===== src/arcade_video_defs.svh =====
`ifndef ARCADE_VIDEO_DEFS_SVH
`define ARCADE_VIDEO_DEFS_SVH

// Horizontal raster, counted in half-pixels
`define H_TOTAL         10'd768
`define H_ACTIVE        10'd512
`define H_SYNC_START    10'd560
`define H_SYNC_END      10'd624

// Vertical raster, counted in lines
`define LINE_BITS       9
`define V_TOTAL         9'd264
`define V_ACTIVE_START  9'd16
`define V_ACTIVE_END    9'd240
`define V_SYNC_START    9'd248
`define V_SYNC_END      9'd252

// CPU address map
`define VRAM_BASE       16'h7400
`define VRAM_BYTES      16'd1024
`define PAL_BASE        16'h7F00
`define PAL_BYTES       16'd16
`define CTRL_ADDR       16'h7F80

// Tile fetch latency in cen12 ticks
`define PIPE_TICKS      16

`endif


===== src/arcade_video_pkg.sv =====
package arcade_video_pkg;

   // Raster position, h_cnt in half-pixels
   typedef struct packed {
      logic [9:0] h_cnt;
      logic [7:0] v_cnt;
   } hv_pos_t;

   typedef struct packed {
      logic hblank;
      logic vblank;
      logic hsync_n;
      logic vsync_n;
   } hv_sync_t;

   // Control latch fields, packed in control byte order
   typedef struct packed {
      logic       flip;
      logic       bank;
      logic [1:0] pal_sel;
   } video_ctrl_t;

   typedef struct packed {
      logic       we;
      logic [9:0] addr;
      logic [7:0] data;
   } vram_wr_t;

   typedef struct packed {
      logic       we;
      logic [3:0] index;
      logic [7:0] data;
   } pal_wr_t;

   typedef struct packed {
      logic       active;
      logic [3:0] colour;
   } pix_t;

   // Palette byte layout is RRRGGGBB
   typedef struct packed {
      logic [2:0] r;
      logic [2:0] g;
      logic [1:0] b;
   } rgb_t;

endpackage


===== src/cpu_video_port.sv =====
`timescale 1ns/10ps
`include "arcade_video_defs.svh"

module cpu_video_port (
   input  logic                          W_CLK_48M,
   input  logic                          rst_n,
   input  logic [15:0]                   cpu_addr,
   input  logic [7:0]                    cpu_data,
   input  logic                          cpu_wr_n,
   output arcade_video_pkg::vram_wr_t    vram_wr,
   output arcade_video_pkg::pal_wr_t     pal_wr,
   output arcade_video_pkg::video_ctrl_t ctrl
);

   logic       vram_hit;
   logic       pal_hit;
   logic       ctrl_hit;
   logic       vram_we_q;
   logic       pal_we_q;
   logic [9:0] addr_q;
   logic [7:0] data_q;

   // --------------------
   // Address decode
   // --------------------
   assign vram_hit = (cpu_addr >= `VRAM_BASE) &&
                     (cpu_addr < (`VRAM_BASE + `VRAM_BYTES));
   assign pal_hit  = (cpu_addr >= `PAL_BASE) &&
                     (cpu_addr < (`PAL_BASE + `PAL_BYTES));
   assign ctrl_hit = (cpu_addr == `CTRL_ADDR);

   // Address and data of the last strobe
   always_ff @(posedge W_CLK_48M) begin
      addr_q <= cpu_addr[9:0];
      data_q <= cpu_data;
   end

   always_ff @(posedge W_CLK_48M or negedge rst_n) begin
      if (!rst_n) begin
         vram_we_q <= 1'b0;
         pal_we_q  <= 1'b0;
         ctrl      <= '0;
      end else begin
         vram_we_q <= !cpu_wr_n && vram_hit;
         pal_we_q  <= !cpu_wr_n && pal_hit;
         // Bit 3 flip, bit 2 bank, bits 1:0 pal_sel
         if (!cpu_wr_n && ctrl_hit) begin
            ctrl <= arcade_video_pkg::video_ctrl_t'(cpu_data[3:0]);
         end
      end
   end

   // Both regions are aligned, so the low address bits are the offset
   assign vram_wr = '{we: vram_we_q, addr: addr_q, data: data_q};
   assign pal_wr  = '{we: pal_we_q, index: addr_q[3:0], data: data_q};

endmodule


===== config.mk =====
export PLATFORM = sky130hd
export DESIGN_NAME = cpu_video_port
export DESIGN_NICKNAME = d
export VERILOG_FILES = /design/src/arcade_video_pkg.sv /design/src/cpu_video_port.sv
export VERILOG_INCLUDE_DIRS = /design/src /design/src/src
export SDC_FILE = /design/constraint.sdc
export NUM_CORES = 1
export LEC_CHECK = 0
export ABC_AREA = 1
export BUFFER_PORTS_ARGS = -buffer_cell sky130_fd_sc_hd__buf_2
export CAP_MARGIN = 40
export CORE_ASPECT_RATIO = 0.8
export CORE_MARGIN = 5
export CORE_UTILIZATION = 40
export CTS_BUF_LIST = sky130_fd_sc_hd__clkbuf_4 sky130_fd_sc_hd__clkbuf_8 sky130_fd_sc_hd__clkbuf_16
export DETAILED_ROUTE_END_ITERATION = 6
export GPL_TIMING_DRIVEN = 0
export HOLD_SLACK_MARGIN = 0.1
export PLACE_DENSITY = 0.91
export SETUP_SLACK_MARGIN = 0.05
export SYNTH_ARGS = -nofsm -noshare
export SYNTH_HDL_FRONTEND = slang
export SYNTH_SLANG_ARGS = --single-unit

===== constraint.sdc =====
create_clock -name W_CLK_48M -period 1.7 [get_ports W_CLK_48M]
set_input_delay 0.17 -clock W_CLK_48M [delete_from_list [all_inputs] [get_ports W_CLK_48M]]
set_output_delay 0.17 -clock W_CLK_48M [all_outputs]
set_load 0.01 [all_outputs]

Word-level counts from Yosys, hierarchy flattened
Index checks and enable logic that the tools add are counted.
{ "word_totals": {"regBits": 24, "inputBits": 27, "elab_cells": 18} }
{ "classes": {"order_cmp": 4, "n_eq_ne": 1, "reduce_logical": 6} }
{ "op_table": {"columns": ["cell", "count"], "rows": [
  ["$ge 16x15->1 const B", 2],
  ["$lt 16x15->1 const B", 2],
  ["$eq 16x15->1 const B", 1],
  ["$logic_and 1x1->1", 5],
  ["$logic_not 1->1", 1]
]} }

Depth between registers and ports, before layout
{ "logic_depth": {"word_depth": 3, "depth_mapped": 7, "ltp_nobuf": 7} }

Worst setup path before layout
No wires, ideal clock.
{ "synth_path": {"path_kind": "input port to flip-flop", "startpoint": "input port cpu_addr[15]", "endpoint": "register ctrl[0] in the netlist's numbering", "setup_ps": 117, "t_arrival_ps": 671, "path_slack_ps": 912, "stages": 6, "path_buffers": 0, "cell_sequence": "inv_1 > nand4_2 > nor2_4 > nand2_4 > nand2_1 > nand2_1"} }
{ "synth_between": {"elab_chain_len": 2} }
{ "synth_lines": {"columns": ["element", "line_no", "rtl"], "rows": [
  ["start: declaration", "cpu_video_port.sv:7", "input logic [15:0] cpu_addr,"],
  ["$eq 16x15->1 (no source line)", null, null],
  ["$logic_and 1x1->1", "cpu_video_port.sv:47", "if (!cpu_wr_n && ctrl_hit) begin"],
  ["end signal: assignment", "cpu_video_port.sv:48", "ctrl <= arcade_video_pkg::video_ctrl_t'(cpu_data[3:0]);"],
  ["end: declaration", "cpu_video_port.sv:12", "output arcade_video_pkg::video_ctrl_t ctrl"]
]} }
Every way passes these cells.
A chain may end at the register's enable or synchronous reset.

Worst setup path in the final report
{ "layout_path": {"startpoint": "input port cpu_addr[11]", "endpoint": "register vram_we_q"} }
{ "layout_between": {"elab_chain_len": 3, "word_cells_on_any_way": 4} }
{ "layout_lines": {"columns": ["element", "line_no", "rtl"], "rows": [
  ["$ge 16x15->1 (no source line) or $lt 16x15->1 (tied branches)", null, null],
  ["$logic_and 1x1->1 *", "cpu_video_port.sv:26", "assign vram_hit = (cpu_addr >= `VRAM_BASE) &&"],
  ["$logic_and 1x1->1 *", "cpu_video_port.sv:44", "vram_we_q <= !cpu_wr_n && vram_hit;"],
  ["end signal: assignment", "cpu_video_port.sv:44", null],
  ["end: declaration", "cpu_video_port.sv:18", "logic vram_we_q;"]
]} }
Every way passes the cells marked *; elsewhere a longest branch is shown, timed or not.

==> results_dict.tcl <==
set metrics [dict create \
    tns_ns 0 \
    crit_arrival_ns 1.66 \
    detail-route-antenna-nets 0 \
    synthTopCellsByCount "18 x dfxtp_1, 14 x buf_4, 9 x nand2_1, 6 x dfrtp_1, 5 x nand3_1" \
    fillCellCount 134 \
    die_w_um 59.9 \
    fmax_ghz 0.706 \
    critPathMostFrequentCell "dlygate4sd3_1" \
    grt_pass1_wl_mm 3.55 \
    power_leakage_nw 0.769 \
    chipHeight_um 50.0 \
    synth_area_um2 798 \
    drt-initial-drc-count 14 \
    max_stage_delay_ns 0.58 \
    initial_core_util_pct 42.2 \
    dp_hpwl_mm 1.57 \
    skew_ns 0 \
    status "completed" \
    globalplace.congestion 0.819 \
    track_usage_pct 15.9 \
    crit_type "primary input to flop" \
    drv_slew 0 \
    worstMarginPinSlew_ns 0.225 \
    fp.dieArea_um2 2990 \
    startpoint_type "primary input" \
    drv_cap 0 \
    drc_errors 0 \
    peakVddDrop_mv 1.08 \
    antenna_found_initial 0 \
    end_kind "flop" \
    yosys_warnings 0 \
    fp.coreArea_um2 1890 \
    drtPass1Iterations 2 \
    layout.nets 185 \
    yosys.cell_count.top_type "dfxtp_1" \
    syn-num-nets 97 \
    worst_ep_required_time_ns 1.94 \
    portBuffers 62 \
    post_drt_via_cell_ratio 4.29 \
    yosys-top-cells-area "dfxtp_1 45%, dfrtp_1 19%, buf_4 13%" \
    clk_pin_slew_ns 0.11 \
    row_count 14 \
    yosysTopAreaCellShare_pct 45.1 \
    h-tree-depth 1 \
    crit_chain "dlygate4sd3_1 > buf_2 > nor4_1 > dlygate4sd3_1" \
    via_count 777 \
    drive_above_1_share_pct 56.1 \
    avgRoutedWirePerCell_um 12.6 \
    yosysTopAreaCell "dfxtp_1" \
    rsz0062_at_grt "no" \
    n_antenna_cell 0 \
    synthCells 70 \
    numCtsBuffers 3 \
    cts_tree "done" \
    clock_sinks 24 \
    grt_max_degree 15 \
    syn_area_per_cell_um2 11.4 \
    power_density_nw_per_um2 826 \
    io-pin-count 63 \
    crit_start "cpu_addr[11]" \
    clockBufferDepth 2 \
    worst_hold_slack_ns 0.130 \
    relSlewSlack_pct 84.8 \
    timing.rr.start "ctrl[1]" \
    hp-start "cpu_addr[15]" \
    ys_seq_area_share_pct 63.9 \
    grt_pass1_vias 792 \
    post-route-period-util_pct 83.3 \
    ff2ff_setup_slack_ns 1.08 \
    synth_edf_count 0 \
    path_max_fanout 2 \
    grt_overflow 0 \
    postCtsSetupBuffers 0 \
    syn2layout_area_growth_pct 75.5 \
    synth_top_flop_cell "dfxtp_1" \
    slowest_stage "dlygate4sd3_1" \
    synthArstFlopShare_pct 25.0 \
    clk_latency_ns 0.31 \
    cts_resized 0 \
    synth_seq_cells 24 \
    post-route-min-period_ns 1.42 \
    cts-root-buf "clkbuf_4" \
    routed_wirelength_mm 2.29 \
    synth.distinct_cells 15 \
    setup_viol 0 \
    min_path_type "primary input to flop" \
    hold_viol 0 \
]
-- through the flow --
step           total power, mW  instance area, µm²  instances  worst slack [ns]  util (%)
6_report                  1.16                1400        181             0.284      74.1
4_1_cts                   1.17                1400        181             0.292      74.1
3_3_place_gp             0.735                1140        156             0.736      60.2
5_1_grt                   1.21                1400        181             0.211      74.1
3_5_place_dp             0.739                1140        156             0.707      60.2
2_1_floorplan            0.661                 798         70             0.912         -
-- worst max-delay path: cells and delay by family --
kind / cells / cell delay, ns
and+or+nand+nor: 1 / 0.26
buffers and inverters: 3 / 1.23
-- kinds of logic after synthesis --
| kind of cell | after synthesis | synth area share [%] |
|---|---|---|
| AND/OR/NAND/NOR | 28 | 21.0 |
| buffers and inverters | 18 | 15.0 |
| flip-flops | 24 | 63.9 |
-- metal layers --
metal  global-route usage, %  vias to the layer above  routed length, µm
met3                    5.22                        2                266
met2                    29.1                       45               1160
met5                       0                        -                  0
met4                    5.54                        0                 25
met1                    16.4                      350                834
li1                        -                      380                  -
-- what timing repair did --
| action | CTS | global route |
|---|---|---|
| endpoints found under the hold margin | 28 | 0 |
| hold buffers | 21 | 0 |
| endpoints found under the setup margin | 0 | 0 |
-- flip-flops by register name (all words and copies together) (netlist names) --
signal     flops
pal_we_q       1
vram_we_q      1
data_q         8
addr_q        10
ctrl           4
-- final timing paths --
kind / endpoint / cells past startpoint
worst max-delay path: vram_we_q / 4
worst min-delay path: pal_we_q / 4
worst max register to register: ctrl[1] / 2
worst min register to register: ctrl[3] / 2
max in group asynchronous: pal_we_q / 2
min in group asynchronous: ctrl[1] / 2
-- power breakdown --
group	switching (mW)	leakage, nW	internal (mW)
clock	0.154	0.0279	0.238
sequential	0.00937	0.236	0.587
combinational	0.0705	0.506	0.0977
-- cell usage in the layout, fill, tap and decap left out --
master         netlist  routed
buf_2                0      62
dlygate4sd3_1        0      21
dfxtp_1             18      18
buf_4               14      14
nand2_1              9       9
dfrtp_1              6       6
nand3_1              5       5
inv_1                4       4
nor2_1               3       3
nor2_4               3       3
clkbuf_4             0       3
nor2_2               2       2
nand4_2              1       1
nor4_1               1       1
nand4_1              1       1
nor3_1               1       1
nand3_2              1       1
nand2_4              1       1
bufinv_16            0       1
-- area by class of cell --
class / count / area [µm²] / area share (%)
buffer: 14 / 105 / 7.50
clock inverter: 1 / 30.0 / 2.14
inverter: 4 / 15.0 / 1.07
timing repair buffer: 83 / 520 / 37.1
tap: 24 / 30.0 / 2.14
clock buffer: 3 / 22.5 / 1.61
sequential: 24 / 510 / 36.4
multi-input combinational: 28 / 168 / 12.0
Note: power is estimated with default switching activity, not from simulation.
