`config.mk`:
```
export PLATFORM = sky130hd
export DESIGN_NAME = raster_timing
export DESIGN_NICKNAME = d
export VERILOG_FILES = /design/src/arcade_video_pkg.sv /design/src/raster_timing.sv
export VERILOG_INCLUDE_DIRS = /design/src /design/src/src
export SDC_FILE = /design/constraint.sdc
export NUM_CORES = 1
export LEC_CHECK = 0
export ABC_CLOCK_PERIOD_IN_PS = 3890
export BUFFER_PORTS_ARGS = -buffer_cell sky130_fd_sc_hd__buf_2
export CAP_MARGIN = 20
export CORE_UTILIZATION = 50
export CTS_BUF_LIST = sky130_fd_sc_hd__clkbuf_8
export DETAILED_ROUTE_END_ITERATION = 12
export GPL_TIMING_DRIVEN = 0
export PLACE_DENSITY_LB_ADDON = 0.3
export SLEW_MARGIN = 20
export SYNTH_ARGS = -nofsm -noshare
export SYNTH_HDL_FRONTEND = slang
export SYNTH_SLANG_ARGS = --single-unit
```
`constraint.sdc`:
```
create_clock -name W_CLK_48M -period 3.89 [get_ports W_CLK_48M]
set_input_delay 0.1945 -clock W_CLK_48M [delete_from_list [all_inputs] [get_ports W_CLK_48M]]
set_output_delay 0.1945 -clock W_CLK_48M [all_outputs]
set_load 0.005 [all_outputs]
```
`src/arcade_video_defs.svh`:
```
`ifndef ARCADE_VIDEO_DEFS_SVH
`define ARCADE_VIDEO_DEFS_SVH

// Horizontal raster, counted in half-pixels
`define H_TOTAL         10'd768
`define H_ACTIVE        10'd512
`define H_SYNC_START    10'd560
`define H_SYNC_END      10'd624

// Vertical raster, counted in lines
`define LINE_BITS       9
`define V_TOTAL         9'd264
`define V_ACTIVE_START  9'd16
`define V_ACTIVE_END    9'd240
`define V_SYNC_START    9'd248
`define V_SYNC_END      9'd252

// CPU address map
`define VRAM_BASE       16'h7400
`define VRAM_BYTES      16'd1024
`define PAL_BASE        16'h7F00
`define PAL_BYTES       16'd16
`define CTRL_ADDR       16'h7F80

// Tile fetch latency in cen12 ticks
`define PIPE_TICKS      16

`endif

```
`src/arcade_video_pkg.sv`:
```
package arcade_video_pkg;

   // Raster position, h_cnt in half-pixels
   typedef struct packed {
      logic [9:0] h_cnt;
      logic [7:0] v_cnt;
   } hv_pos_t;

   typedef struct packed {
      logic hblank;
      logic vblank;
      logic hsync_n;
      logic vsync_n;
   } hv_sync_t;

   // Control latch fields, packed in control byte order
   typedef struct packed {
      logic       flip;
      logic       bank;
      logic [1:0] pal_sel;
   } video_ctrl_t;

   typedef struct packed {
      logic       we;
      logic [9:0] addr;
      logic [7:0] data;
   } vram_wr_t;

   typedef struct packed {
      logic       we;
      logic [3:0] index;
      logic [7:0] data;
   } pal_wr_t;

   typedef struct packed {
      logic       active;
      logic [3:0] colour;
   } pix_t;

   // Palette byte layout is RRRGGGBB
   typedef struct packed {
      logic [2:0] r;
      logic [2:0] g;
      logic [1:0] b;
   } rgb_t;

endpackage

```
`src/raster_timing.sv`:
```
`timescale 1ns/10ps
`include "arcade_video_defs.svh"

module raster_timing (
   input  logic                       W_CLK_48M,
   input  logic                       rst_n,
   output logic                       cen12,
   output arcade_video_pkg::hv_pos_t  pos,
   output arcade_video_pkg::hv_sync_t sync
);

   logic [1:0]            div;
   logic [9:0]            h_cnt;
   logic [9:0]            h_nxt;
   logic [`LINE_BITS-1:0] line_cnt;
   logic [`LINE_BITS-1:0] line_nxt;
   logic                  h_wrap;

   // --------------------
   // Clock enable
   // --------------------
   always_ff @(posedge W_CLK_48M or negedge rst_n) begin
      if (!rst_n) begin
         div <= 2'd0;
      end else begin
         div <= div + 2'd1;
      end
   end

   // One master clock in four
   assign cen12 = (div == 2'd3);

   // --------------------
   // Counters
   // --------------------
   always_comb begin
      h_wrap = (h_cnt == (`H_TOTAL - 10'd1));
      h_nxt  = h_wrap ? 10'd0 : h_cnt + 10'd1;
      line_nxt = line_cnt;
      if (h_wrap) begin
         if (line_cnt == (`V_TOTAL - 9'd1)) begin
            line_nxt = '0;
         end else begin
            line_nxt = line_cnt + 9'd1;
         end
      end
   end

   always_ff @(posedge W_CLK_48M or negedge rst_n) begin
      if (!rst_n) begin
         h_cnt    <= 10'd0;
         line_cnt <= '0;
      end else if (cen12) begin
         h_cnt    <= h_nxt;
         line_cnt <= line_nxt;
      end
   end

   // Lines 256 and up alias onto 0 to 7, all inside vblank
   assign pos = '{h_cnt: h_cnt, v_cnt: line_cnt[7:0]};

   // --------------------
   // Blanking and sync
   // --------------------
   // Taken from the next count so they move together with pos
   always_ff @(posedge W_CLK_48M or negedge rst_n) begin
      if (!rst_n) begin
         sync.hblank  <= 1'b1;
         sync.vblank  <= 1'b1;
         sync.hsync_n <= 1'b1;
         sync.vsync_n <= 1'b1;
      end else if (cen12) begin
         sync.hblank  <= (h_nxt >= `H_ACTIVE);
         sync.vblank  <= (line_nxt < `V_ACTIVE_START) ||
                         (line_nxt >= `V_ACTIVE_END);
         sync.hsync_n <= !((h_nxt >= `H_SYNC_START) &&
                           (h_nxt < `H_SYNC_END));
         sync.vsync_n <= !((line_nxt >= `V_SYNC_START) &&
                           (line_nxt < `V_SYNC_END));
      end
   end

endmodule

```
## Word level (Yosys, flattened, before mapping)

Index checks and enable logic that the tools add are counted.

| storage, ports and cells | value |
|---|---|
| register bits after elaboration | 25 |
| memory bits (writable) | 0 |
| latch bits | 0 |
| output and inout bits | 23 |
| bits in read-only memories | 0 |
| logic and storage cells | 28 |
| memories kept | 0 |
| input bits | 2 |

| operators by class | value |
|---|---|
| add/subtract/negate cells | 3 |
| reduce and logical (&&, ||, !) cells | 5 |
| muxes and demuxes | 3 |
| shift-type cells | 0 |
| divide/modulo/power cells | 0 |
| multiply operators | 0 |
| equality and inequality tests | 3 |
| $lt $le $gt $ge | 7 |
| bitwise gates (word level) | 0 |

Operators with widths:

| cell | count |
|---|---|
| 10-bit >= comparator (second input constant) | 2 |
| 9-bit by 8-bit >= comparator with 1-bit output (second input constant) | 2 |
| 9-bit two-way mux | 2 |
| 10-bit by 1-bit adder with 10-bit output (second input constant) | 1 |
| 10-bit equality test (second input constant) | 1 |
| 10-bit less-than comparator (second input constant) | 1 |
| 10-bit two-way mux | 1 |
| 9-bit by 1-bit adder with 9-bit output (second input constant) | 1 |
| 9-bit equality test (second input constant) | 1 |
| 9-bit by 5-bit less-than comparator with 1-bit output (second input constant) | 1 |
| 9-bit by 8-bit less-than comparator with 1-bit output (second input constant) | 1 |
| 2-bit by 1-bit adder with 2-bit output (second input constant) | 1 |
| 2-bit equality test (second input constant) | 1 |
| 1-bit logical AND | 2 |
| 1-bit logical NOT | 2 |
| 1-bit logical OR | 1 |

## Logic depth before layout (Yosys ltp)

| logic depth | value |
|---|---|
| word-level depth | 6 |
| mapped depth | 8 |
| mapped depth without buffers | 7 |

## Least setup slack after synthesis

Ideal clock, no wire load.

| path | value |
|---|---|
| kind | reg-to-reg |
| from | reg h_cnt[0] |
| to | reg sync[2] in the netlist's numbering |
| arrival time | 1.775 ns |
| period minus slack after synthesis | 1.858 ns |
| setup time | 0.083 ns |
| cell stages (with the launch flop) | 9 |
| slack | 2.032 ns |
| required time | 3.807 ns |
| cell sequence | dfrtp_1 -> ha_1 -> and4_4 -> and3_4 -> buf_8 -> o21ai_2 -> a21oi_2 -> nor3_2 -> o32a_1 |

| on the way | value |
|---|---|
| longest elaborated chain between the ends | 4 |

Ends and longest elaborated chain:

| what | line | text |
|---|---|---|
| from (decl) | raster_timing.sv:13 | `logic [9:0] h_cnt;` |
| from (signal assigned) | raster_timing.sv:54 | `h_cnt <= h_nxt;` |
| 10-bit equality test (*) | raster_timing.sv:37 | `` h_wrap = (h_cnt == (`H_TOTAL - 10'd1)); `` |
| 9-bit two-way mux (*) | raster_timing.sv:40 | `if (h_wrap) begin` |
| 9-bit by 5-bit less-than comparator with 1-bit output (no line) / 9-bit by 8-bit >= comparator with 1-bit output (equally long branches) | -- |  |
| 1-bit logical OR (*) | raster_timing.sv:74 | `` sync.vblank <= (line_nxt < `V_ACTIVE_START) \|\| `` |
| to (decl) | raster_timing.sv:9 | `output arcade_video_pkg::hv_sync_t sync` |

Mark *: on every way between the ends. The rest lies on a longest branch, timed or not.
A chain may end at the register's enable or synchronous reset.

## Worst setup path in the final report

| path | value |
|---|---|
| from | reg line_cnt[0] |
| to | reg sync[2] in the netlist's numbering |

| on the way | value |
|---|---|
| longest elaborated chain between the ends | 5 |

Ends and longest elaborated chain:

| what | line | text |
|---|---|---|
| from (decl) | raster_timing.sv:15 | `` logic [`LINE_BITS-1:0] line_cnt; `` |
| from (signal assigned) | raster_timing.sv:55 | `line_cnt <= line_nxt;` |
| 9-bit by 1-bit adder with 9-bit output / 9-bit equality test (equally long branches) | raster_timing.sv:44, raster_timing.sv:41 |  |
| 9-bit two-way mux | raster_timing.sv:41 | `` if (line_cnt == (`V_TOTAL - 9'd1)) begin `` |
| 9-bit two-way mux (*) | raster_timing.sv:40 |  |
| 9-bit by 5-bit less-than comparator with 1-bit output (no line) / 9-bit by 8-bit >= comparator with 1-bit output (equally long branches) | -- |  |
| 1-bit logical OR (*) | raster_timing.sv:74 |  |

Marks and branches as above.

==> flow_summary.ini <==
[outcome]
outcome = complete, but fails checks
violations = DRC

[yosys]
yosysWarnings = 0
synth-seq-area-share_pct = 40.91
ys_async_sr_fraction_pct = 100.0
synth_largest_area_cell = dfrtp_1
yosysUniqueCellTypes = 44
syn_area_um2 = 1541
syn_area_per_cell_um2 = 9.286
synth_area_leaders = dfrtp_1 (34%), dfstp_2 (6.8%), nand2_1 (5.1%)
synth_nets = 171
ys_ff_latch = 25
synth-edff-count = 0
synth_top_area_share_pct = 34.09
synth_cells = 166
synthFlopType = dfrtp_1

[clock_network]
cts_tree = yes
clock-sinks = 25
clock_path_buffers = 2
clk_latency_ns = 0.27
ctsHtreeMaxLevel = 1
cts_made_buffers = 3
clk_pin_slew_worst_paths_ns = 0.10
cts_root_buf = clkbuf_8

[floorplan]
initial_core_util_pct = 54.49
ios = 25
fp-row-count = 19
core_um2 = 2829
fp.dieArea_um2 = 3309
die_w_um = 57.53
die_y_um = 57.53

[cells_and_area]
final_common_cell = buf_2
num_antenna_cells = 0
utilization_pct = 62.18
syn_to_final_growth_pct = 14.12
final_cells = 226
final_cell_mix = buf_2 (26), nand2_1 (21), dfrtp_1 (21), nor2_1 (14), nand3_1 (13)
final_layout_size_suffix_gt1_share_pct = 31.79
nets = 201

[timing]
period_minus_slack_ns = 2.050
grt_setup_unrepaired = false
holdWs_ns = 0.4313
worstMarginPinSlew_ns = 0.5637
clock_skew_ns = 0.01698
setup_violations = 0
max_slew_margin_pct = 62.42
min_period_over_period_pct = 52.70
tns_ns = 0
fmax_ghz = 0.4878
drv_slew = 0
hold_violations = 0

[power]
p_leak_nw = 0.8143
ir_worst_vdd_v = 0.0001346
power_density_nw_per_um2 = 241.6

[placement]
place.gp.congestion = 0.8731
dp_cells = 221
place_hpwl_um = 2269
portBuffers = 24

[hold_path]
min_path_cells = 1
hold_end = div[0]$_DFF_PN0_
holdCritStartpoint = div[0]$_DFF_PN0_
min_path_type = register to register

[critical_path]
reg2reg_depth = 7
crit_type = register to register
required_ns = 4.10
r2r_end = sync[2]$_DFFE_PN1P_
r2r_start = line_cnt[0]$_DFFE_PN0P_
endpoint_kind = register
worstPathArrival_ns = 2.26
rrSetupSlack_ns = 1.84
critPathLaunchType = register
crit_fanout = 8

[global_routing]
antenna_found_initial = 0
grt_pass1_vias = 1191
grt_pass1_wl_um = 5119
grt_overflow = 0
grt_max_degree = 26
grt_usage_pct = 19.98

[detailed_routing]
vias = 1326
drtAntennaViolNets = 0
wl_per_cell_um = 13.45
drt-initial-drc-count = 43
drt_wl_total_um = 3040
drt_first_pass_iters = 8
viasPerCell = 5.867
drc_errors = 2

[flow_run]
maxCapViolCount = 0
## sequential cells by signal, indices dropped and copies added, names as in the netlist
signal / count
sync: 4
line_cnt: 9
div: 2
h_cnt: 10
## worst max-delay path by stage
stage / startpoint / slack [ns] / cells after the start / endpoint
finish: line_cnt[0]$_DFFE_PN0P_ / 1.84 / 7 / sync[2]$_DFFE_PN1P_
global route: h_cnt[0]$_DFFE_PN0P_ / 1.68 / 8 / line_cnt[7]$_DFFE_PN0P_
CTS: h_cnt[0]$_DFFE_PN0P_ / 1.85 / 7 / sync[2]$_DFFE_PN1P_
detailed placement: line_cnt[0]$_DFFE_PN0P_ / 1.84 / 7 / sync[2]$_DFFE_PN1P_
global placement: h_cnt[0]$_DFFE_PN0P_ / 1.89 / 7 / sync[2]$_DFFE_PN1P_
floorplan: h_cnt[0]$_DFFE_PN0P_ / 2.03 / 8 / sync[2]$_DFFE_PN1P_
## cells by family after synthesis
| family | after synthesis | synth area share, % |
|---|---|---|
| AO/OA/AOI/OAI | 33 | 13.56 |
| XOR/XNOR | 11 | 6.250 |
| adder cells (fa/ha/maj) | 3 | 2.435 |
| buffers and inverters | 18 | 8.928 |
| flip-flops | 25 | 40.91 |
| multiplexers | 6 | 4.140 |
| AND/OR/NAND/NOR | 70 | 23.78 |
## worst max-delay path: stages, from the launching register on
cell      delay [ns]
dfrtp_1         0.45
ha_1            0.29
and4bb_1        0.21
and4b_2         0.26
a31oi_1         0.19
o21ai_0         0.11
nor2b_1         0.14
o32a_1          0.34
## through the flow
| stage | cell area (µm²) | total power, mW | setup slack (ns) |
|---|---|---|---|
| 2_1_floorplan | 1541 | 0.2649 | 2.032 |
| 3_3_place_gp | 1700 | 0.2703 | 1.887 |
| 3_5_place_dp | 1700 | 0.2706 | 1.842 |
| 4_1_cts | 1759 | 0.4272 | 1.847 |
| 5_1_grt | 1759 | 0.4385 | 1.685 |
| 6_report | 1759 | 0.4250 | 1.840 |
## report_power, final
| part | switching (mW) | internal [mW] |
|---|---|---|
| logic | 0.00500 | 0.00101 |
| registers | 0 | 0.260 |
| clock network | 0.0866 | 0.0726 |
## per-layer routing
metal / GRT usage [%] / vias to the layer above / part of all wire (%) / wire, µm
met1: 25.00 / 633 / 44 / 1347
met3: 2.948 / 2 / 4.9 / 149
met2: 34.55 / 41 / 50 / 1521
li1: - / 650 / - / -
met5: 0 / - / 0 / 0
met4: 8.014 / 0 / 0.69 / 21
## what timing repair did
action / in CTS / in global routing
buffers inserted: 0 / 0
hold buffers: 1 / 0
endpoints found under the hold margin: 21 / 0
gates resized for setup: 0 / 0
## area by class of cell
cell class / count / area (µm²)
well taps: 31 / 38.79
repair buffers: 25 / 130.1
inverters: 2 / 7.507
flip-flops and latches: 25 / 630.6
plain buffers: 16 / 130.1
clock inverters: 1 / 7.507
clock buffers: 3 / 41.29
fillers: 256 / 1070
multi-input cells: 123 / 773.2
## cell usage after synthesis (all sizes together) (4+ instances only)
library cell / number
o21ai: 14
buf: 15
and3: 7
dfstp: 4
dfrtp: 21
nor2: 14
nand3: 13
a31oi: 4
nand4: 4
a21oi: 5
nand2: 22
xnor2: 8
(Power assumes the default switching activity.)
