**config.mk**
```make
export PLATFORM = sky130hd
export DESIGN_NAME = colour_out
export DESIGN_NICKNAME = d
export VERILOG_FILES = /design/src/arcade_video_pkg.sv /design/src/colour_out.sv
export VERILOG_INCLUDE_DIRS = /design/src /design/src/src
export SDC_FILE = /design/constraint.sdc
export NUM_CORES = 1
export LEC_CHECK = 0
export BUFFER_PORTS_ARGS = -buffer_cell sky130_fd_sc_hd__buf_2
export CORE_MARGIN = 5
export CORE_UTILIZATION = 45
export CTS_BUF_LIST = sky130_fd_sc_hd__clkbuf_4 sky130_fd_sc_hd__clkbuf_8
export DETAILED_ROUTE_END_ITERATION = 10
export GPL_TIMING_DRIVEN = 0
export HOLD_SLACK_MARGIN = 0.02
export PLACE_DENSITY = 0.66
export SETUP_SLACK_MARGIN = 0.3
export SLEW_MARGIN = 25
export SYNTH_ARGS = -nofsm -noshare
export SYNTH_HDL_FRONTEND = slang
export SYNTH_SLANG_ARGS = --single-unit
```
**constraint.sdc**
```tcl
create_clock -name W_CLK_48M -period 2.53 [get_ports W_CLK_48M]
set_clock_uncertainty 0.1 [all_clocks]
set_input_delay 0.3795 -clock W_CLK_48M [delete_from_list [all_inputs] [get_ports W_CLK_48M]]
set_output_delay 0.3795 -clock W_CLK_48M [all_outputs]
set_load 0.02 [all_outputs]
```
**src/arcade_video_defs.svh**
```systemverilog
`ifndef ARCADE_VIDEO_DEFS_SVH
`define ARCADE_VIDEO_DEFS_SVH

// Horizontal raster, counted in half-pixels
`define H_TOTAL         10'd768
`define H_ACTIVE        10'd512
`define H_SYNC_START    10'd560
`define H_SYNC_END      10'd624

// Vertical raster, counted in lines
`define LINE_BITS       9
`define V_TOTAL         9'd264
`define V_ACTIVE_START  9'd16
`define V_ACTIVE_END    9'd240
`define V_SYNC_START    9'd248
`define V_SYNC_END      9'd252

// CPU address map
`define VRAM_BASE       16'h7400
`define VRAM_BYTES      16'd1024
`define PAL_BASE        16'h7F00
`define PAL_BYTES       16'd16
`define CTRL_ADDR       16'h7F80

// Tile fetch latency in cen12 ticks
`define PIPE_TICKS      16

`endif

```
**src/arcade_video_pkg.sv**
```systemverilog
package arcade_video_pkg;

   // Raster position, h_cnt in half-pixels
   typedef struct packed {
      logic [9:0] h_cnt;
      logic [7:0] v_cnt;
   } hv_pos_t;

   typedef struct packed {
      logic hblank;
      logic vblank;
      logic hsync_n;
      logic vsync_n;
   } hv_sync_t;

   // Control latch fields, packed in control byte order
   typedef struct packed {
      logic       flip;
      logic       bank;
      logic [1:0] pal_sel;
   } video_ctrl_t;

   typedef struct packed {
      logic       we;
      logic [9:0] addr;
      logic [7:0] data;
   } vram_wr_t;

   typedef struct packed {
      logic       we;
      logic [3:0] index;
      logic [7:0] data;
   } pal_wr_t;

   typedef struct packed {
      logic       active;
      logic [3:0] colour;
   } pix_t;

   // Palette byte layout is RRRGGGBB
   typedef struct packed {
      logic [2:0] r;
      logic [2:0] g;
      logic [1:0] b;
   } rgb_t;

endpackage

```
**src/colour_out.sv**
```systemverilog
`timescale 1ns/10ps
`include "arcade_video_defs.svh"

module colour_out (
   input  logic                       W_CLK_48M,
   input  logic                       rst_n,
   input  logic                       cen12,
   input  arcade_video_pkg::hv_pos_t  pos,
   input  arcade_video_pkg::hv_sync_t sync,
   input  arcade_video_pkg::pal_wr_t  pal_wr,
   input  arcade_video_pkg::pix_t     pix,
   output arcade_video_pkg::rgb_t     rgb,
   output logic                       hblank,
   output logic                       vblank,
   output logic                       hsync_n,
   output logic                       vsync_n,
   output logic                       pix_strobe
);

   logic [7:0] pal_ram [16];

   arcade_video_pkg::hv_sync_t sync_dly [`PIPE_TICKS];
   arcade_video_pkg::hv_sync_t sync_out;
   logic [`PIPE_TICKS-1:0]     pix_dly;

   always_ff @(posedge W_CLK_48M) begin
      if (pal_wr.we) begin
         pal_ram[pal_wr.index] <= pal_wr.data;
      end
   end

   // --------------------
   // Sync delay line
   // --------------------
   always_ff @(posedge W_CLK_48M or negedge rst_n) begin
      if (!rst_n) begin
         for (int i = 0; i < `PIPE_TICKS; i++) begin
            sync_dly[i] <= '{hblank: 1'b1, vblank: 1'b1, hsync_n: 1'b1, vsync_n: 1'b1};
         end
         pix_dly <= '0;
      end else if (cen12) begin
         sync_dly[0] <= sync;
         for (int i = 1; i < `PIPE_TICKS; i++) begin
            sync_dly[i] <= sync_dly[i-1];
         end
         pix_dly <= {pix_dly[`PIPE_TICKS-2:0], pos.h_cnt[0]};
      end
   end

   assign sync_out = sync_dly[`PIPE_TICKS-1];

   // Output register, one master clock after the pipeline
   always_ff @(posedge W_CLK_48M or negedge rst_n) begin
      if (!rst_n) begin
         rgb        <= '0;
         hblank     <= 1'b1;
         vblank     <= 1'b1;
         hsync_n    <= 1'b1;
         vsync_n    <= 1'b1;
         pix_strobe <= 1'b0;
      end else begin
         if (pix.active && !sync_out.hblank && !sync_out.vblank) begin
            rgb <= arcade_video_pkg::rgb_t'(pal_ram[pix.colour]);
         end else begin
            rgb <= '0;
         end
         hblank     <= sync_out.hblank;
         vblank     <= sync_out.vblank;
         hsync_n    <= sync_out.hsync_n;
         vsync_n    <= sync_out.vsync_n;
         pix_strobe <= pix_dly[`PIPE_TICKS-1];
      end
   end

endmodule

```
; Word level (Yosys, flattened, before mapping)
; Memory sizes are Yosys's and may differ from the RTL's.
; Index checks and enable logic that the tools add are counted.
[classes]
n_reduce_logical = 4
mux = 3
[ops]
columns = op, n
row1 = $mux 8, 1
row2 = $logic_and 1x1->1, 2
row3 = $logic_not 1->1, 2
row4 = $mux 1, 2
[word_totals]
regBits = 93
out_inout_bits = 13
memories = 1
ramBits = 128
wordCells = 81
in_bits = 43
[mem_list]
columns = name, words, width, rd, rd_ports_with_merged_regs, wr, line_no
row1 = pal_ram, 16, 8, 1, 0, 1, colour_out.sv:20  ; logic [7:0] pal_ram [16];

; Longest topological paths before layout
; Gate-level depths: netlist of the first run.
[depth]
ltp_word = 4
mapped_depth = 5
depth_no_buf = 3

; Least setup slack after synthesis of the first run
; No wires, ideal clock.
[synth_path]
path_type = input port to flip-flop
from = input port pal_wr[10] (netlist bit)
to = memory pal_ram[0][0], enable pin
required_time_ns = 2.047
setup_time_ns = 0.383
stages = 2
arrival_time_ns = 1.489
path_buffers = 0
path_slack_ns = 0.558
cell_sequence = or3b_2 nor3_1
[synth_lines]
columns = item, line_no
row1 = "start, declared", colour_out.sv:10  ; input arcade_video_pkg::pal_wr_t pal_wr,
row2 = "end, declared", colour_out.sv:20
; Straight into the memory's write port.

; Final worst setup path of the first run
[layout_path]
from = input port pal_wr[10] (netlist bit)
to = memory pal_ram[2][7], enable pin
; Straight into the memory's write port.

==> flow_metrics.py, run 1 <==
metrics = {
    "detailed_routing": {
        "wirelength_um": 14140,
        "drt_iter0_markers": 238,
        "detailroute.via_count": 3917,
        "antenna_left": 0,
        "topRoutingLayerUsed": "met4",
        "routed_via_density": 5.265,
        "post_drt_wl_per_cell_um": 19.01,
        "post-route-drc-count": 0,
        "detail_route.wirelength.met1_um": 6005,
        "met2_layer_wire_length_in_the_routed_design_um": 6928,
        "drt_pre_antenna_iters": 4,
        "detailroute.wirelength.met3_um": 841,
    },
    "sta": {
        "max_clock_freq_mhz": 595.4,
        "actual_transition_at_the_worst_max_transition_pin_ns": 0.9777,
        "setup-tns-final_ns": 0,
        "finalCritPeriodShare": 0.6639,
        "setup-violations-final": 0,
        "finalHoldViolCount": 0,
        "final_max_slew_viol_count": 0,
        "final_period_minus_worst_setup_slack_ns": 1.680,
        "max-slew-margin-rel": 0.3458,
        "setup_ws_ns": 0.8504,
        "rsz0062_at_grt": "no",
    },
    "setup_path": {
        "timing.critical_path.fanout_max": 8,
        "crit_slowest_cell": "sky130_fd_sc_hd__nor2_1",
        "worst_path_dominant_cell_family": "simple AND/OR/NAND/NOR gates",
        "worst_path_largest_cell_delay_ns": 0.69,
        "crit_path_end_kind": "register",
        "worstPathCellList": "buf_2, or3b_2, nor2_1",
        "critical_path_buf_inv_count": 1,
        "critPathLaunchType": "input pin",
        "required_ns": 2.56,
        "timing_worst_setup_path_type": "input pin to register",
        "crit_arrival_ns": 1.71,
    },
    "logic_synthesis": {
        "mappedNetlistArea_um2": 8436,
        "synth.most_common_cell": "sky130_fd_sc_hd__edfxtp_1",
        "yosys.cell_types.count": 24,
        "synthesis.nets": 445,
        "synth_edf_count": 128,
        "postSynthAreaPerCell_um2": 20.98,
        "post_synth_most_frequent_cells": "sky130_fd_sc_hd__edfxtp_1 (128), sky130_fd_sc_hd__mux2_2 (80), sky130_fd_sc_hd__dfstp_2 (68), sky130_fd_sc_hd__dfrtp_1 (25), sky130_fd_sc_hd__mux4_1 (25)",
        "yosys.area.top_type": "sky130_fd_sc_hd__edfxtp_1",
        "synth.top_cells.by_area": "sky130_fd_sc_hd__edfxtp_1 (46%), sky130_fd_sc_hd__dfstp_2 (21%), sky130_fd_sc_hd__mux2_2 (11%)",
        "dominantRegCellSynth": "sky130_fd_sc_hd__edfxtp_1",
        "ys_async_sr_fraction": 0.4208,
        "synth_seq_area_share": 0.7416,
        "yosys_warnings": 0,
        "synth_top_cell_area_share": 0.4557,
        "number_of_synthesized_register_bits": 221,
        "syn_inst": 402,
    },
    "die": {
        "io-pin-count": 56,
        "dieWidth_um": 146.9,
        "floorplan.initialDensity": 0.4540,
        "design.die.area_um2": 21580,
        "floorplan.core_area_um2": 18580,
        "die_h_um": 146.9,
        "placement_rows": 50,
    },
    "power": {
        "cellLeakagePower_nw": 3.615,
        "power.ir.vdd_worst_v": 0.0004265,
        "p_total_mw": 9.008,
        "powerDensity_nw_per_um2": 923.9,
    },
    "placement": {
        "detailedPlace.worstSlack_ns": 0.2880,
        "placed_cell_area_um2": 8952,
        "dpl.cell_count": 671,
        "placement.io_buffers": 34,
        "dpl.hpwl_um": 9124,
        "globalplace.congestion": 0.7255,
    },
    "cells_and_area": {
        "area_growth_syn_to_layout_pct": 15.59,
        "drive_gt1_frac": 0.5363,
        "final_cells": 744,
        "finalInstanceArea_um2": 9751,
        "finalNetCount": 524,
    },
    "clock_network": {
        "insertion_delay_ns": 0.53,
        "tritoncts": "yes",
        "cts.root.buffer_cell": "sky130_fd_sc_hd__clkbuf_8",
        "cts_sinks": 221,
        "cts_post_setup_buffers_inserted": 0,
        "cts_made_buffers": 36,
        "cts_buffer_depth": 3,
        "ctsHtreeMaxLevel": 2,
        "cts.clk_slew.worst_paths_ns": 0.06,
    },
    "outcome": {
        "status": "completed",
    },
    "worst_hold_path": {
        "hold_path.class": "input pin to register",
    },
    "global_route": {
        "grt_first_pass_wirelength_um": 23040,
        "grt_util_all_layers": 0.1361,
        "grt_overflow": 0,
        "antenna_found_initial": 1,
        "grt_start_max_net_pins": 52,
        "via_count_of_the_first_global_routing_pass": 4300,
    },
    "job": {
        "drv_cap": 0,
    },
}
-- worst register-to-register path, stage by stage (launching register included) --
cell,delay (ns)
sky130_fd_sc_hd__dfstp_2,0.56
sky130_fd_sc_hd__nand4bb_1,0.13
sky130_fd_sc_hd__buf_1,0.36
sky130_fd_sc_hd__o22ai_1,0.16
-- report_power, final --
part | internal [mW] | switching [mW] | total (mW)
sequential | 4.71 | 0.269 | 4.98
combinational | 0.543 | 0.423 | 0.966
clock | 1.72 | 1.34 | 3.06
total | 6.98 | 2.03 | 9.01
-- stage by stage --
stage	hold WS, ns	utilization
finish	0.1384	0.5248
global route	0.1099	0.5246
CTS	0.09964	0.5246
detailed placement	0.2245	0.4818
global placement	0.2557	0.4789
floorplan	-0.01609	-
-- per-layer routing --
metal  up-vias  track usage
met3        35      0.03763
met4         0      0.05452
li1       1760            -
met2        92       0.2185
met1      2030       0.1774
met5         -            0
-- flip-flops by register name (all words and copies together), names as in the netlist --
register    count
pal_ram       128
sync_dly       64
pix_dly        16
rgb             8
hblank          1
hsync_n         1
pix_strobe      1
vblank          1
vsync_n         1
-- timing repair --
action                    4_1_cts  5_1_grt
hold buffers                    6        0
resized for setup               0        0
hold endpoints to repair       47        0
-- cell families (layout without fill, tap and decap cells) --
| kind of cell | Yosys count | count (layout) | share of synthesized area |
|---|---|---|---|
| buffers and inverters | 20 | 127 | 0.01468 |
| flip-flops | 221 | 221 | 0.7416 |
| AND/OR/NAND/NOR | 25 | 25 | 0.01542 |
| AO/OA/AOI/OAI | 8 | 8 | 0.005933 |
| multiplexers | 128 | 128 | 0.2223 |
| other | 0 | 1 | 0 |
-- final cells by class --
cell class / count / area (um2)
inverters: 1 / 3.754
well taps: 234 / 292.8
multi-input cells: 161 / 2076
clock inverters: 9 / 57.56
repair buffers: 41 / 264.0
fillers: 1451 / 8830
diodes: 1 / 2.502
plain buffers: 19 / 120.1
clock buffers: 57 / 678.2
flip-flops and latches: 221 / 6256
-- worst paths after layout --
kind,from,endpoint,slack (ns),depth (start not counted)
min in group asynchronous,rst_n,rgb[7],0.26,2
hold / removal,pal_wr[4],pal_ram[11][4],0.14,1
setup / recovery,pal_wr[10],pal_ram[2][7],0.85,3
hold reg to reg,sync_dly[0],vsync_n,0.27,0
setup reg to reg,sync_dly[2],rgb[6],1.06,3
max in group asynchronous,rst_n,sync_dly[59],1.45,3
-- placed cells by master (no fill, tap or decap), types with 2 or more instances in the layout --
cell type and instances:
sky130_fd_sc_hd__buf_2 42, sky130_fd_sc_hd__buf_6 4, sky130_fd_sc_hd__clkbuf_1 4, sky130_fd_sc_hd__clkbuf_4 17
sky130_fd_sc_hd__clkbuf_8 40, sky130_fd_sc_hd__clkinv_1 2, sky130_fd_sc_hd__clkinv_2 3, sky130_fd_sc_hd__clkinvlp_4 2
sky130_fd_sc_hd__dfrtp_1 25, sky130_fd_sc_hd__dfstp_2 68, sky130_fd_sc_hd__dlygate4sd3_1 6, sky130_fd_sc_hd__edfxtp_1 128
sky130_fd_sc_hd__mux2_2 80, sky130_fd_sc_hd__mux2i_1 16, sky130_fd_sc_hd__mux4_1 25, sky130_fd_sc_hd__mux4_2 7
sky130_fd_sc_hd__nand2b_1 2, sky130_fd_sc_hd__nand3b_1 2, sky130_fd_sc_hd__nor2_1 12, sky130_fd_sc_hd__nor3_2 4
sky130_fd_sc_hd__o22ai_1 8
Note: power is estimated with default switching activity, not from simulation.
==> run 2, diff against run 1 <==
Settings changed: PLACE_DENSITY 0.66 to 0.69.
Clock period 2.53 ns to 1.35 ns, I/O delays scaled along.
==> flow_metrics.py, run 2 (same netlist as run 1, synthesis figures left out) <==
metrics = {
    "outcome": {
        "status": "complete, but fails checks",
        "failing_checks": "negative setup slack",
    },
    "global_route": {
        "grt_start_max_net_pins": 66,
        "grt_util_all_layers": 0.1409,
        "grt_overflow": 0,
        "antenna_found_initial": 0,
        "via_count_of_the_first_global_routing_pass": 4422,
        "grt_first_pass_wirelength_um": 24050,
    },
    "setup_path": {
        "required_ns": 1.05,
        "crit_arrival_ns": 1.13,
        "timing.rr.end": "rgb[1]",
        "timing.rr.start": "pal_ram[15][1]",
        "ff2ff_path_depth": 3,
        "crit_slowest_cell": "sky130_fd_sc_hd__dfstp_2",
        "timing.critical_path.fanout_max": 1,
        "crit_path_end_kind": "output pin",
        "critical_path_buf_inv_count": 1,
        "worst_path_largest_cell_delay_ns": 0.52,
        "critPathLaunchType": "register",
        "reg2reg_setup_slack_ns": -0.05,
        "worstPathCellList": "buf_6",
        "timing_worst_setup_path_type": "register to output pin",
        "worst_path_dominant_cell_family": "flip-flops",
    },
    "die": {
        "floorplan.core_area_um2": 18580,
        "io-pin-count": 56,
        "placement_rows": 50,
        "floorplan.initialDensity": 0.4540,
        "dieWidth_um": 146.9,
        "design.die.area_um2": 21580,
        "die_h_um": 146.9,
    },
    "placement": {
        "placement.io_buffers": 34,
        "detailedPlace.worstSlack_ns": -0.4099,
        "globalplace.congestion": 0.7521,
        "dpl.hpwl_um": 9366,
    },
    "sta": {
        "actual_transition_at_the_worst_max_transition_pin_ns": 0.8086,
        "setup_ws_ns": -0.08670,
        "setup-violations-final": 12,
        "rsz0062_at_grt": "yes",
        "final_max_slew_viol_count": 0,
        "finalCritPeriodShare": 1.064,
        "max_clock_freq_mhz": 696.0,
        "max-slew-margin-rel": 0.4609,
        "final_period_minus_worst_setup_slack_ns": 1.437,
        "finalHoldViolCount": 0,
    },
    "clock_network": {
        "cts_made_buffers": 35,
        "cts_sinks": 221,
        "ctsHtreeMaxLevel": 2,
        "cts.root.buffer_cell": "sky130_fd_sc_hd__clkbuf_8",
        "cts_buffer_depth": 3,
        "tritoncts": "yes",
        "insertion_delay_ns": 0.52,
        "cts.clk_slew.worst_paths_ns": 0.06,
    },
    "cells_and_area": {
        "finalNetCount": 539,
        "final_common_cell": "sky130_fd_sc_hd__edfxtp_1",
        "largest_register_ffs": 128,
        "area_growth_syn_to_layout_pct": 20.35,
        "most-common-layout-cells": "sky130_fd_sc_hd__edfxtp_1 (128), sky130_fd_sc_hd__mux2_2 (80), sky130_fd_sc_hd__dfstp_2 (68), sky130_fd_sc_hd__clkbuf_8 (38), sky130_fd_sc_hd__mux4_2 (32)",
        "num_antenna_cells": 0,
        "post_route_core_utilization": 0.5464,
        "reg.largest.list": "pal_ram: 128 flops, sync_dly: 64 flops, pix_dly: 16 flops",
        "registers.top_by_ff_count": "pal_ram",
        "drive_gt1_frac": 0.6226,
    },
    "detailed_routing": {
        "antenna_left": 0,
        "post_drt_wl_per_cell_um": 19.21,
        "drt_iter0_markers": 187,
        "drt_pre_antenna_iters": 4,
        "detailroute.via_count": 3950,
        "detailroute.wirelength.met3_um": 806,
        "detail_route.wirelength.met1_um": 6164,
        "met2_layer_wire_length_in_the_routed_design_um": 7300,
        "post-route-drc-count": 0,
        "wirelength_um": 14530,
        "topRoutingLayerUsed": "met4",
        "routed_via_density": 5.225,
    },
    "power": {
        "power.ir.vdd_worst_v": 0.0006998,
        "p_total_mw": 17.20,
        "cellLeakagePower_nw": 3.672,
        "powerDensity_nw_per_um2": 1694,
    },
    "worst_hold_path": {
        "hold_path.class": "input pin to asynchronous set/reset pin",
    },
    "job": {
        "drv_cap": 0,
    },
}
## run 2: cell count changes in the layout (fill, tap and decap cells not counted), sizes merged
| cell | previous run | this run |
|---|---|---|
| clkinvlp | 2 | 0 |
| dlygate4sd3 | 6 | 14 |
| diode | 1 | 0 |
| buf | 50 | 58 |
| clkinv | 5 | 3 |
| bufinv | 0 | 1 |
## run 2: timing repair
action,CTS,global route
hold buffers,14,0
cloned,0,0
pin swaps,6,1
buffers inserted,5,3
gates resized for setup,39,1
endpoints found under the setup margin,85,58
endpoints found under the hold margin,177,0
## run 2: power by group
part           total [mW]  switching (mW)  leakage [nW]  internal [mW]
registers            9.38           0.542          2.18           8.83
clock network        5.74            2.41         0.393           3.33
logic                2.09           0.855          1.10           1.23
## run 2: how the worst max path moves through the flow
| stage | from | endpoint | slack [ns] | cells after the start |
|---|---|---|---|---|
| 2_1_floorplan | pal_wr[10] | pal_ram[0][0] | -0.06 | 2 |
| 3_3_place_gp | rst_n | rgb[3] | -0.78 | 1 |
| 3_5_place_dp | pal_wr[8] | pal_ram[3][0] | -0.41 | 3 |
| 4_1_cts | hsync_n | hsync_n | -0.12 | 1 |
| 5_1_grt | hsync_n | hsync_n | -0.14 | 1 |
| 6_report | hsync_n | hsync_n | -0.09 | 1 |
## run 2: cell type report
cell class	count	area, um2
multi-input combinational	161	2143
buffer	19	187.7
tap	234	292.8
sequential	221	6256
inverter	1	3.754
fill	1378	8428
clock inverter	6	61.31
timing repair buffer	57	541.8
clock buffer	57	665.6
## run 2: layer usage
| metal | track usage | vias to the layer above |
|---|---|---|
| met5 | 0 | - |
| met3 | 0.03732 | 28 |
| met1 | 0.1905 | 2071 |
| met2 | 0.2284 | 87 |
| li1 | - | 1764 |
| met4 | 0.03961 | 0 |
## run 2: metrics by stage
stage / TNS, ns / instance area, um2 / hold slack (ns) / std cells
global route: -1.404 / 10150 / 0.03626 / 756
finish: -0.5216 / 10150 / 0.03741 / 756
floorplan: -0.5030 / 8556 / -0.1931 / 402
global placement: -71.73 / 9019 / 0.2562 / 670
detailed placement: -34.96 / 9052 / -0.005731 / 671
CTS: -0.9044 / 10130 / 0.01187 / 753
==> run 3, diff against run 2 <==
Settings changed: PLACE_DENSITY 0.69 to 0.66.
Clock period 1.35 ns to 1.85 ns, I/O delays scaled along.
==> flow_metrics.py, run 3 (same netlist as run 1, synthesis figures left out) <==
metrics = {
    "cells_and_area": {
        "reg.largest.list": "pal_ram: 128 flops, sync_dly: 64 flops, pix_dly: 16 flops",
        "most-common-layout-cells": "sky130_fd_sc_hd__edfxtp_1 (128), sky130_fd_sc_hd__mux2_2 (80), sky130_fd_sc_hd__dfstp_2 (68), sky130_fd_sc_hd__clkbuf_8 (42), sky130_fd_sc_hd__buf_2 (38)",
        "final_cells": 751,
        "post_route_core_utilization": 0.5301,
        "final.fill_count": 1452,
        "num_antenna_cells": 0,
        "drive_gt1_frac": 0.5319,
        "area_growth_syn_to_layout_pct": 16.76,
        "registers.top_by_ff_count": "pal_ram",
        "finalNetCount": 531,
        "final_common_cell": "sky130_fd_sc_hd__edfxtp_1",
        "largest_register_ffs": 128,
    },
    "setup_path": {
        "ff2ff_path_depth": 3,
        "critPathLaunchType": "register",
        "timing_worst_setup_path_type": "register to output pin",
        "timing.rr.end": "rgb[7]",
        "critical_path_buf_inv_count": 1,
        "crit_slowest_cell": "sky130_fd_sc_hd__dfstp_2",
        "timing.rr.start": "pal_ram[13][7]",
        "reg2reg_setup_slack_ns": 0.41,
        "crit_arrival_ns": 1.16,
        "crit_path_end_kind": "output pin",
        "worst_path_largest_cell_delay_ns": 0.53,
        "worst_path_dominant_cell_family": "flip-flops",
        "worstPathCellList": "buf_6",
        "timing.critical_path.fanout_max": 1,
        "required_ns": 1.47,
    },
    "die": {
        "die_h_um": 146.9,
        "io-pin-count": 56,
        "floorplan.core_area_um2": 18580,
        "design.die.area_um2": 21580,
        "floorplan.initialDensity": 0.4540,
        "placement_rows": 50,
        "dieWidth_um": 146.9,
    },
    "clock_network": {
        "cts_made_buffers": 37,
        "cts_sinks": 221,
        "tritoncts": "yes",
        "insertion_delay_ns": 0.52,
        "cts.root.buffer_cell": "sky130_fd_sc_hd__clkbuf_8",
        "ctsHtreeMaxLevel": 2,
        "cts_post_setup_buffers_inserted": 0,
        "cts_buffer_depth": 3,
        "cts.clk_slew.worst_paths_ns": 0.06,
    },
    "sta": {
        "max_clock_freq_mhz": 651.8,
        "actual_transition_at_the_worst_max_transition_pin_ns": 0.9794,
        "max-slew-margin-rel": 0.3447,
        "final_max_slew_viol_count": 0,
        "final_period_minus_worst_setup_slack_ns": 1.534,
        "rsz0062_at_grt": "yes",
        "setup-violations-final": 0,
        "finalCritPeriodShare": 0.8293,
        "setup-tns-final_ns": 0,
        "finalHoldViolCount": 0,
        "setup_ws_ns": 0.3158,
    },
    "global_route": {
        "antenna_found_initial": 0,
        "grt_util_all_layers": 0.1370,
        "grt_overflow": 0,
        "via_count_of_the_first_global_routing_pass": 4406,
        "grt_start_max_net_pins": 51,
        "grt_first_pass_wirelength_um": 23200,
    },
    "placement": {
        "detailedPlace.worstSlack_ns": -0.2693,
        "placement.io_buffers": 34,
        "dpl.cell_count": 671,
        "dpl.hpwl_um": 9232,
        "globalplace.congestion": 0.7389,
    },
    "power": {
        "p_total_mw": 12.41,
        "powerDensity_nw_per_um2": 1260,
        "cellLeakagePower_nw": 3.648,
        "power.ir.vdd_worst_v": 0.0005644,
    },
    "detailed_routing": {
        "drt_pre_antenna_iters": 4,
        "wirelength_um": 14190,
        "drt_iter0_markers": 237,
        "antenna_left": 0,
        "post_drt_wl_per_cell_um": 18.89,
        "post-route-drc-count": 0,
        "routed_via_density": 5.234,
        "detailroute.via_count": 3931,
    },
    "job": {
        "drv_cap": 0,
    },
    "worst_hold_path": {
        "hold_path.class": "input pin to register",
        "worstHoldStart": "pal_wr[0]",
        "min_delay_worst_endpoint": "pal_ram[0][0]",
        "holdPathStages": 1,
    },
    "outcome": {
        "status": "completed",
    },
}
-- run 3: layer usage --
| metal | vias up | global-route usage | share of wire |
|---|---|---|---|
| li1 | 1782 | - | - |
| met1 | 2043 | 0.1765 | 0.44 |
| met2 | 79 | 0.2259 | 0.50 |
| met3 | 27 | 0.03640 | 0.046 |
| met4 | 0 | 0.04986 | 0.016 |
| met5 | - | 0 | 0 |
-- run 3: stage by stage --
step	cell area (um2)	hold slack, ns
after floorplan	8451	-0.1181
after global placement	8914	0.2554
after detailed placement	8952	0.1223
after CTS	9842	0.02447
after global routing	9849	0.03690
final	9849	0.04509
-- run 3: cell type report --
type                            count  area [um2]  share of cell area
Clock inverter                     16       92.59            0.009400
Timing Repair Buffer               47       349.1             0.03544
Sequential cell                   221        6256              0.6352
Inverter                            1       3.754           0.0003811
Multi-Input combinational cell    161        2081              0.2113
Clock buffer                       52       653.1             0.06631
Tap cell                          234       292.8             0.02973
Buffer                             19       121.4             0.01232
-- run 3: power by group --
group          total [mW]  switching [mW]  internal [mW]
clock network        4.19            1.88           2.31
logic                1.38           0.580          0.803
registers            6.83           0.387           6.45
-- run 3: worst max-delay path by stage --
stage	from	to	slack (ns)	cells after the start
after global routing	pal_wr[10]	pal_ram[0][3]	0.25	3
after CTS	hblank	hblank	0.27	1
final	hsync_n	hsync_n	0.32	1
after detailed placement	pal_wr[10]	pal_ram[1][6]	-0.27	3
after global placement	rst_n	rgb[3]	-0.34	1
after floorplan	pal_wr[10]	pal_ram[3][0]	0.21	2
-- run 3: timing repair --
action | in CTS | in global routing
hold endpoints to repair | 126 | 0
hold buffers | 12 | 0
gates resized for setup | 8 | 3
setup endpoints to repair | 12 | 29
gates cloned | 0 | 0
